### config.mk
export PLATFORM = sky130hd
export DESIGN_NAME = mem_read_arbiter_flat
export DESIGN_NICKNAME = d
export VERILOG_FILES = /design/src/rtl/mem_pkg.sv /design/src/rtl/mem_rd_if.sv /design/src/rtl/mem_read_arbiter.sv /design/src/flat_wrapper.sv
export SDC_FILE = /design/constraint.sdc
export NUM_CORES = 1
export LEC_CHECK = 0
export ABC_AREA = 1
export BUFFER_PORTS_ARGS = -buffer_cell sky130_fd_sc_hd__buf_4
export CAP_MARGIN = 20
export CORE_AREA = 4 4 116 118
export CTS_BUF_LIST = sky130_fd_sc_hd__clkbuf_4
export DETAILED_ROUTE_END_ITERATION = 10
export DIE_AREA = 0 0 120 122
export GPL_TIMING_DRIVEN = 1
export PLACE_DENSITY = 0.53
export SLEW_MARGIN = 20
export SYNTH_ARGS = -nofsm -noshare
export SYNTH_HDL_FRONTEND = slang
export SYNTH_SLANG_ARGS = --single-unit
### constraint.sdc
create_clock -name clk -period 1.3 [get_ports clk]
set_input_delay 0.26 -clock clk [delete_from_list [all_inputs] [get_ports clk]]
set_output_delay 0.26 -clock clk [all_outputs]
set_load 0.01 [all_outputs]
### src/rtl/mem_pkg.sv
`default_nettype none

package mem_pkg;

    // ************************************************************
    // bus widths
    // ************************************************************
    localparam int ADDR_W = 32;
    localparam int DATA_W = 64;
    localparam int STRB_W = DATA_W / 8;

    typedef logic [ADDR_W-1:0] addr_t;
    typedef logic [DATA_W-1:0] data_t;
    typedef logic [STRB_W-1:0] strb_t;
    typedef logic [1:0]        resp_t;

    // AXI style response codes
    localparam resp_t RESP_OKAY   = 2'b00;
    localparam resp_t RESP_DECERR = 2'b11;

    // ************************************************************
    // memory map
    // ************************************************************
    localparam addr_t MEM_BASE  = 32'h8000_0000;
    localparam addr_t MEM_LIMIT = 32'h8800_0000;

    // 4 KiB of backing store, higher address bits alias
    localparam int MEM_WORDS  = 512;
    localparam int WORD_IDX_W = $clog2(MEM_WORDS);
    localparam int WORD_LSB   = $clog2(STRB_W);

    typedef enum logic [1:0] {
        ARB_IDLE,
        ARB_FETCH,
        ARB_DATA
    } arb_state_e;

    typedef enum logic [1:0] {
        SRAM_IDLE,
        SRAM_READ_RESP,
        SRAM_WRITE_RESP
    } sram_state_e;

endpackage

`default_nettype wire

### src/rtl/mem_rd_if.sv
`timescale 1ns/1ps
`default_nettype none

interface mem_rd_if;
    import mem_pkg::*;

    // read address channel
    logic  ar_valid;
    addr_t ar_addr;
    logic  ar_ready;

    // read data channel
    logic  r_valid;
    logic  r_ready;
    data_t r_data;
    resp_t r_resp;

    modport requester (
        output ar_valid,
        output ar_addr,
        input  ar_ready,
        input  r_valid,
        output r_ready,
        input  r_data,
        input  r_resp
    );

    modport responder (
        input  ar_valid,
        input  ar_addr,
        output ar_ready,
        output r_valid,
        input  r_ready,
        output r_data,
        output r_resp
    );

endinterface

`default_nettype wire

### src/rtl/mem_read_arbiter.sv
`timescale 1ns/1ps
`default_nettype none

module mem_read_arbiter (
    input  wire         clk,
    input  wire         arst_n_i,
    mem_rd_if.responder fetch_rd,
    mem_rd_if.responder data_rd,
    mem_rd_if.requester mem_rd
);
    import mem_pkg::*;

    arb_state_e state_q;
    arb_state_e state_d;

    logic idle;
    logic mem_ar_fire;
    logic mem_r_fire;

    assign idle        = (state_q == ARB_IDLE);
    assign mem_ar_fire = mem_rd.ar_valid && mem_rd.ar_ready;
    assign mem_r_fire  = mem_rd.r_valid && mem_rd.r_ready;

    // ************************************************************
    // address side
    // ************************************************************

    // only forwarded while idle, no register in the path
    assign mem_rd.ar_valid = idle && (data_rd.ar_valid || fetch_rd.ar_valid);

    // load/store has priority over fetch
    assign mem_rd.ar_addr = data_rd.ar_valid ? data_rd.ar_addr : fetch_rd.ar_addr;

    assign data_rd.ar_ready  = idle && mem_rd.ar_ready;
    assign fetch_rd.ar_ready = idle && mem_rd.ar_ready && !data_rd.ar_valid;

    // ************************************************************
    // response side
    // ************************************************************

    // payload is shared, the valid tells who owns it
    assign fetch_rd.r_data = mem_rd.r_data;
    assign fetch_rd.r_resp = mem_rd.r_resp;
    assign data_rd.r_data  = mem_rd.r_data;
    assign data_rd.r_resp  = mem_rd.r_resp;

    always_comb begin
        fetch_rd.r_valid = 1'b0;
        data_rd.r_valid  = 1'b0;
        mem_rd.r_ready   = 1'b0;
        case (state_q)
            ARB_FETCH: begin
                fetch_rd.r_valid = mem_rd.r_valid;
                mem_rd.r_ready   = fetch_rd.r_ready;
            end
            ARB_DATA: begin
                data_rd.r_valid = mem_rd.r_valid;
                mem_rd.r_ready  = data_rd.r_ready;
            end
            default: begin
                mem_rd.r_ready = 1'b0;
            end
        endcase
    end

    // grant held until the response is taken
    always_comb begin
        state_d = state_q;
        case (state_q)
            ARB_IDLE: begin
                if (mem_ar_fire) begin
                    state_d = data_rd.ar_valid ? ARB_DATA : ARB_FETCH;
                end
            end
            ARB_FETCH,
            ARB_DATA: begin
                if (mem_r_fire) begin
                    state_d = ARB_IDLE;
                end
            end
            default: begin
                state_d = ARB_IDLE;
            end
        endcase
    end

    always_ff @(posedge clk or negedge arst_n_i) begin
        if (!arst_n_i) begin
            state_q <= ARB_IDLE;
        end else begin
            state_q <= state_d;
        end
    end

    // the sram must not answer a read the arbiter never granted
    a_no_resp_in_idle: assert property (
        @(posedge clk) disable iff (!arst_n_i)
        idle |-> !mem_rd.r_valid
    );

    // a port without its own address handshake gets no response
    a_resp_to_grant_only: assert property (
        @(posedge clk) disable iff (!arst_n_i)
        mem_ar_fire |=>
            (($past(fetch_rd.ar_valid && fetch_rd.ar_ready) || !fetch_rd.r_valid) &&
             ($past(data_rd.ar_valid && data_rd.ar_ready) || !data_rd.r_valid))
    );

    // a granted read gets its response on the next cycle
    a_grant_then_resp: assert property (
        @(posedge clk) disable iff (!arst_n_i)
        mem_ar_fire |=> mem_rd.r_valid
    );

endmodule

`default_nettype wire

### src/flat_wrapper.sv
// flat-port wrapper written by rule: the top's interface ports become plain ports
module mem_read_arbiter_flat import mem_pkg::*;
  (clk, arst_n_i, fetch_rd_ar_valid, fetch_rd_ar_addr, fetch_rd_ar_ready, fetch_rd_r_valid, fetch_rd_r_ready, fetch_rd_r_data, fetch_rd_r_resp, data_rd_ar_valid, data_rd_ar_addr, data_rd_ar_ready, data_rd_r_valid, data_rd_r_ready, data_rd_r_data, data_rd_r_resp, mem_rd_ar_valid, mem_rd_ar_addr, mem_rd_ar_ready, mem_rd_r_valid, mem_rd_r_ready, mem_rd_r_data, mem_rd_r_resp);
  mem_rd_if fetch_rd_i ();
  mem_rd_if data_rd_i ();
  mem_rd_if mem_rd_i ();
  input  wire clk;
  input  wire arst_n_i;
  input wire logic [$bits(fetch_rd_i.ar_valid)-1:0] fetch_rd_ar_valid;
  input wire logic [$bits(fetch_rd_i.ar_addr)-1:0] fetch_rd_ar_addr;
  output wire logic [$bits(fetch_rd_i.ar_ready)-1:0] fetch_rd_ar_ready;
  output wire logic [$bits(fetch_rd_i.r_valid)-1:0] fetch_rd_r_valid;
  input wire logic [$bits(fetch_rd_i.r_ready)-1:0] fetch_rd_r_ready;
  output wire logic [$bits(fetch_rd_i.r_data)-1:0] fetch_rd_r_data;
  output wire logic [$bits(fetch_rd_i.r_resp)-1:0] fetch_rd_r_resp;
  input wire logic [$bits(data_rd_i.ar_valid)-1:0] data_rd_ar_valid;
  input wire logic [$bits(data_rd_i.ar_addr)-1:0] data_rd_ar_addr;
  output wire logic [$bits(data_rd_i.ar_ready)-1:0] data_rd_ar_ready;
  output wire logic [$bits(data_rd_i.r_valid)-1:0] data_rd_r_valid;
  input wire logic [$bits(data_rd_i.r_ready)-1:0] data_rd_r_ready;
  output wire logic [$bits(data_rd_i.r_data)-1:0] data_rd_r_data;
  output wire logic [$bits(data_rd_i.r_resp)-1:0] data_rd_r_resp;
  output wire logic [$bits(mem_rd_i.ar_valid)-1:0] mem_rd_ar_valid;
  output wire logic [$bits(mem_rd_i.ar_addr)-1:0] mem_rd_ar_addr;
  input wire logic [$bits(mem_rd_i.ar_ready)-1:0] mem_rd_ar_ready;
  input wire logic [$bits(mem_rd_i.r_valid)-1:0] mem_rd_r_valid;
  output wire logic [$bits(mem_rd_i.r_ready)-1:0] mem_rd_r_ready;
  input wire logic [$bits(mem_rd_i.r_data)-1:0] mem_rd_r_data;
  input wire logic [$bits(mem_rd_i.r_resp)-1:0] mem_rd_r_resp;
  assign fetch_rd_i.ar_valid = fetch_rd_ar_valid;
  assign fetch_rd_i.ar_addr = fetch_rd_ar_addr;
  assign fetch_rd_ar_ready = fetch_rd_i.ar_ready;
  assign fetch_rd_r_valid = fetch_rd_i.r_valid;
  assign fetch_rd_i.r_ready = fetch_rd_r_ready;
  assign fetch_rd_r_data = fetch_rd_i.r_data;
  assign fetch_rd_r_resp = fetch_rd_i.r_resp;
  assign data_rd_i.ar_valid = data_rd_ar_valid;
  assign data_rd_i.ar_addr = data_rd_ar_addr;
  assign data_rd_ar_ready = data_rd_i.ar_ready;
  assign data_rd_r_valid = data_rd_i.r_valid;
  assign data_rd_i.r_ready = data_rd_r_ready;
  assign data_rd_r_data = data_rd_i.r_data;
  assign data_rd_r_resp = data_rd_i.r_resp;
  assign mem_rd_ar_valid = mem_rd_i.ar_valid;
  assign mem_rd_ar_addr = mem_rd_i.ar_addr;
  assign mem_rd_i.ar_ready = mem_rd_ar_ready;
  assign mem_rd_i.r_valid = mem_rd_r_valid;
  assign mem_rd_r_ready = mem_rd_i.r_ready;
  assign mem_rd_i.r_data = mem_rd_r_data;
  assign mem_rd_i.r_resp = mem_rd_r_resp;
  mem_read_arbiter u_core (.clk(clk), .arst_n_i(arst_n_i), .fetch_rd(fetch_rd_i), .data_rd(data_rd_i), .mem_rd(mem_rd_i));
endmodule
# == Yosys cells after proc, flatten, opt, wreduce, memory -nomap -nowiden ==
# Cells that the tools add are included.
# word_totals
output_inout_bits,170
regBits,2
# classes
muxes,8
n_reduce_logical,10
eq_ne,4
# ops
operator,count
$mux 32,1
$mux 2,3
$logic_and 1x1->1,5
$pmux 2 s2,1
$eq 2x1->1 const B,1
$eq 2x2->1 const B,1
$logic_not 2->1,1
$mux 1,2
$ne 2x1->1 const B,1
$ne 2x2->1 const B,1
$pmux 1 s2,1
$reduce_and 2->1,1
$reduce_or 2->1,1
$logic_not 1->1,1
$logic_or 1x1->1,1

# == Depth between registers and ports, before layout ==
# Gate-level depths: netlist (run 1).
# depth
ltp_word,5
mapped_depth,9
ltp_nobuf,9

# == Least setup slack after synthesis (run 1) ==
# No wires, ideal clock.
# synth_timing
path_kind,reg-to-output
from,register u_core.state_q[0]
to,output mem_rd_r_ready
required_time_ps,1040
path_stages_with_launch,4
arrival_time_ps,989
n_path_buf,0
path_slack_ps,51
path_cell_list,dfrtp_1 -> inv_1 -> ha_1 -> a21boi_0
# synth_via
elab_chain_cells,2
word_cells_on_any_way,3
classes_between,eq/ne: 2; mux: 1
# synth_lines
element,line_no,rtl
"start, declared",mem_read_arbiter.sv:13,arb_state_e state_q;
"start signal, assigned",mem_read_arbiter.sv:91,state_q <= state_d;
$eq 2x2->1 / $eq 2x1->1 (equally long branches),mem_read_arbiter.sv:51,case (state_q)
$pmux 1 s2 (*),mem_read_arbiter.sv:51,
"end, declared",flat_wrapper.sv:27,output wire logic [$bits(mem_rd_i.r_ready)-1:0] mem_rd_r_ready;
# Mark *: on every way between the ends. The rest lies on a longest branch, timed or not.

# == Worst setup path after layout (run 1) ==
# Same ends and word-level chain as after synthesis.

==> results of run 1 <==
-- cell families after synthesis --
logic type | share of synthesized area, %
adders and majority gates | 2.32
DFF | 3.09
AOI/OAI and AO/OA | 1.00
buffers and inverters | 66.0
and+or+nand+nor | 27.6
-- routing by layer --
metal	wire [um]	up-vias	track usage (%)
li1	-	638	-
met1	1350	557	5.11
met2	2350	108	9.62
met3	645	52	2.97
met4	302	0	3.65
met5	0	-	0
-- metrics by stage --
stage          utilization (%)  setup slack (ns)  hold slack, ns
2_1_floorplan                -            0.0506         -0.0356
3_3_place_gp              13.5          -0.00450          0.0451
3_5_place_dp              13.5           -0.0363          0.0472
4_1_cts                   14.3            -0.157           0.357
5_1_grt                   14.7            -0.239           0.385
6_report                  14.7            -0.170           0.362
-- timing repair --
action	CTS	global route
pin swaps	2	1
endpoints found under the setup margin	6	8
hold buffers	1	0
gates resized for setup	17	7
hold endpoints to repair	2	0
buffers inserted	3	1
-- power groups by stage --
stage                     Clock [W]  Sequential (W)  Combinational [W]
after global placement            0        0.000106           0.000850
after detailed placement          0        0.000109           0.000865
final                      0.000132        0.000111            0.00113
after floorplan                   0        0.000104           0.000833
after CTS                  0.000137        0.000108            0.00104
after global routing       0.000148        0.000115            0.00125
-- critical path, cell delays in order (launching register included) --
cell and delay [ns]:
dfrtp_1 0.37, inv_2 0.08, ha_4 0.27, a21boi_4 0.16, buf_6 0.11
-- layout by cell type (no fill, tap or decap), drive strengths merged --
cell           n
nor2           2
ha             3
buf          117
dfrtp          2
o21ai          1
inv            8
clkbuf         3
dlygate4sd3    1
nand3          2
a21boi         1
nand2        113
-- area by class of cell --
type / count / area (um2)
fillers: 1451 / 10600
repair buffers: 118 / 941
multi-input cells: 122 / 572
well taps: 172 / 215
flip-flops and latches: 2 / 50.0
inverters: 8 / 30.0
clock buffers: 3 / 22.5
-- worst max-delay path by stage --
| stage | startpoint | end | slack, ns | cells after the start |
|---|---|---|---|---|
| after global placement | u_core.state_q[0] | mem_rd_r_ready | -0.005 | 4 |
| after floorplan | u_core.state_q[0] | mem_rd_r_ready | 0.05 | 3 |
| after detailed placement | u_core.state_q[0] | mem_rd_r_ready | -0.04 | 4 |
| after CTS | u_core.state_q[1] | mem_rd_r_ready | -0.16 | 5 |
| final | u_core.state_q[0] | mem_rd_r_ready | -0.17 | 4 |
| after global routing | u_core.state_q[1] | mem_rd_r_ready | -0.24 | 4 |
==> impl_metrics.ini, run 1 <==
[status]
status = finished with violations
violations = setup timing

[clock_tree]
cts_tree = yes
cts_buffer_depth = 2
cts_buffers = 3
clk_latency_ns = 0.22
root_buffer = clkbuf_4
cts.sinks = 2
htree_levels = 1
clk_pin_slew_worst_paths_ns = 0.03

[timing]
setup_viol = 6
rsz0062_at_grt = true
final_hold_viol_count = 0
slew_headroom_pct = 88.8
period_needed_ns = 1.47
min_period_over_period_pct = 113
max_freq_mhz = 680
setup_tns_ns = -0.579
final_max_slew_viol_count = 0
worst_pin_slew_ns = 0.168
fin_ws_ns = -0.170
fin_skew_ns = 0.00172

[synth]
synth_cells = 271
yosysSeqAreaShare_pct = 3.09
synth_warnings = 0
synth.most_common_cell = buf_4
avgSynthCellArea_um2 = 5.98
synth-main-ff-cell = dfrtp_1
synth_edf_count = 0
syn-cell-area_um2 = 1620
synth_cell_types = 13
ys_async_sr_fraction_pct = 100
ys_ff_latch = 2
synth_area_leader_cell = buf_4
ys_top_cells_by_count = buf_4 (135), nand2_1 (111), inv_1 (7), buf_2 (3), ha_1 (3)
syn-num-nets = 412
ys_top_cells_by_area = buf_4 (63%), nand2_1 (26%), dfrtp_1 (3.1%)
netlist.area_leader.share_pct = 62.5

[power_and_ir_drop]
power.switching_w = 0.000564
power_frac_comb_pct = 82.3
power_density_nw_per_um2 = 751
netSwitchingFraction_pct = 41.1
pwr-share-clk_pct = 9.6
p_leak_nw = 1.05
peakVddDrop_mv = 0.275
pwr-share-seq_pct = 8.1
total_power_w = 0.00137
p_int_w = 0.000810

[layout]
top_regs = u_core.state_q (2)
antenna_cells = 0
finalInstanceArea_um2 = 1830
regMostFlops = u_core.state_q
drive_gt1_share_pct = 54.5
synthToLayoutAreaGrowth_pct = 13.0
largest_register_ffs = 2
fin_cells = 425
nets = 396

[routing]
first_pass_iters = 4
wire_per_inst_um = 10.9
drtIter0Drc = 53
post-route-drc-count = 0
vias = 1355
avgViaCountPerCell = 3.19
totalWireLength_um = 4650
ant_nets = 0

[hold_path]
hold_path.class = primary input to asynchronous set/reset pin

[floorplanning]
start_util_pct = 13.0
fp-row-count = 41
die_h_um = 122
die_w_um = 120
pin_count = 308
fp.coreArea_um2 = 12500
dieArea_um2 = 14600

[setup_path]
r2r_setup_slack_ns = 0.06
cp.required_ns = 1.04
path_class = register to output port
cp_max_fo = 2
cp-start-kind = register
regToRegEndpoint = u_core.state_q[1]
endpoint_kind = output port
reg2reg_from = u_core.state_q[1]
worst-r2r-cell-count = 8
cp.arrival_ns = 1.21

[placement]
gp_congestion = 0.656
io_buffers = 109
dpl.cell_count = 417
dpl_cell_area_um2 = 1680
dpl.hpwl_um = 3900

[global_routing]
track_usage_pct = 5.57
grt_max_degree = 23
grt-ovfl-total = 0
antenna_found_initial = 0
grt_pass1_wl_um = 6470
grt_pass1_vias = 1293

[job]
cap_viol_max_count = 0
(Power assumes the default switching activity.)
==> inputs of run 2 (changes only) <==
- BUFFER_PORTS_ARGS: -buffer_cell sky130_fd_sc_hd__buf_4 -> default
- CORE_AREA: 4 4 116 118 -> 4 4 117 119
- DIE_AREA: 0 0 120 122 -> 0 0 121 123
- DONT_BUFFER_PORTS: default -> 1
- PLACE_DENSITY: 0.53 -> 0.31
==> impl_metrics.ini, run 2 (synthesis gave the netlist of run 1 again) <==
[layout]
drive_gt1_share_pct = 22.2
nets = 287
final_common_cell = nand2_1
synthToLayoutAreaGrowth_pct = -39.7
finalInstanceArea_um2 = 977
multiInputGateArea_um2 = 577
largest_register_ffs = 2
regMostFlops = u_core.state_q
n_fill_cell = 1490
final_util_pct = 7.78
antenna_cells = 0
seqCellArea_um2 = 50.0
final_cell_mix = nand2_1 (104), nand2_2 (7), buf_4 (7)
top_regs = u_core.state_q (2)

[global_routing]
antenna_found_initial = 0
grt_max_degree = 38
use_met1_pct = 4.49
grtUsageMet3_pct = 1.74
grt-ovfl-total = 0
grt_use_met2_pct = 6.22
busiest_layer = met4
grt_pass1_wl_um = 4930
track_usage_pct = 4.50
grt_pass1_vias = 851

[setup_path]
cp-start-kind = register
cp.arrival_ns = 1.21
cp.required_ns = 1.04
endpoint_kind = output port
cp_max_fo = 3
path_class = register to output port

[timing]
setup_tns_ns = -0.264
fin_ws_ns = -0.171
final_max_slew_viol_count = 0
min_period_over_period_pct = 113
fin_skew_ns = 0.0000109
period_needed_ns = 1.47
slew_headroom_pct = 89.9
final_hold_viol_count = 0
rsz0062_at_grt = true
max_freq_mhz = 680
setup_viol = 4
worst_pin_slew_ns = 0.152

[floorplanning]
die_w_um = 121
fp.coreArea_um2 = 12600
die_h_um = 123
fp-row-count = 41
pin_count = 308
dieArea_um2 = 14900
start_util_pct = 12.9

[clock_tree]
cts_buffer_depth = 2
root_buffer = clkbuf_4
htree_levels = 1
cts_buffers = 3
cts.sinks = 2
clk_pin_slew_worst_paths_ns = 0.03
cts_tree = yes
clk_latency_ns = 0.22

[routing]
ant_nets = 0
wire_per_inst_um = 12.7
post-route-drc-count = 0
first_pass_iters = 5
drtIter0Drc = 20
avgViaCountPerCell = 2.99
totalWireLength_um = 4000
vias = 944

[power_and_ir_drop]
peakVddDrop_mv = 0.451
total_power_w = 0.000993
p_leak_nw = 0.504
power_density_nw_per_um2 = 1020

[placement]
dpl.hpwl_um = 3340
dpl_cell_area_um2 = 853
io_buffers = 0
gp_congestion = 0.582

[status]
violations = setup timing
status = finished with violations

[job]
cap_viol_max_count = 0

[hold_path]
hold_path.class = primary input to register
run 2: changes by cell type in the layout (fill, tap and decap cells not counted), moves of 2 or more:
cell / change
buf_4: -103
buf_6: -4
buf_12: -2
inv_1: -2
inv_2: +2
run 2: what timing repair did:
item	4_1_cts	5_1_grt
hold endpoints to repair	2	0
gates cloned	0	0
hold buffers	1	0
pin swaps	3	3
resized for setup	21	3
endpoints found under the setup margin	5	8
setup buffers	2	0
run 2: metal layers:
metal | share of wire [%] | up-vias | routed length (um)
met3 | 14 | 49 | 575
met2 | 45 | 90 | 1790
li1 | - | 421 | -
met1 | 30 | 384 | 1210
met4 | 11 | 0 | 422
met5 | 0 | - | 0
run 2: critical path, cell delays in order, from the launching register on:
cell,delay (ns)
dfrtp_1,0.39
inv_2,0.11
ha_4,0.20
a21boi_2,0.15
buf_4,0.14
run 2: final timing paths:
path / to / from / cells after the start / slack (ns)
max: mem_rd_r_ready / u_core.state_q[0] / 4 / -0.17
min: u_core.state_q[0] / data_rd_ar_valid / 3 / 0.23
max reg2reg: u_core.state_q[0] / u_core.state_q[0] / 8 / 0.09
min reg2reg: u_core.state_q[1] / u_core.state_q[1] / 3 / 0.61
max in group asynchronous: u_core.state_q[1] / arst_n_i / 1 / 0.90
min in group asynchronous: u_core.state_q[0] / arst_n_i / 1 / 0.27
run 2: per-stage QoR:
stage,std cells,hold WS (ns),worst slack (ns)
6_report,316,0.231,-0.171
5_1_grt,316,0.234,-0.203
4_1_cts,316,0.217,-0.179
3_5_place_dp,310,-0.0354,-0.0132
3_3_place_gp,310,-0.0354,0.0132
2_1_floorplan,271,-0.0356,0.0506
run 2: final cells by class:
| class | instances | area share [%] |
|---|---|---|
| clock buffer | 3 | 2.30 |
| inverter | 8 | 3.07 |
| multi-input combinational | 122 | 59.0 |
| sequential | 2 | 5.12 |
| tap | 172 | 22.0 |
| timing repair buffer | 9 | 8.45 |
run 2: report_power, final:
part           internal (W)  switching (W)  total [W]
logic              0.000316       0.000430   0.000746
clock network      0.000102      0.0000377   0.000140
registers         0.0000885      0.0000187   0.000107
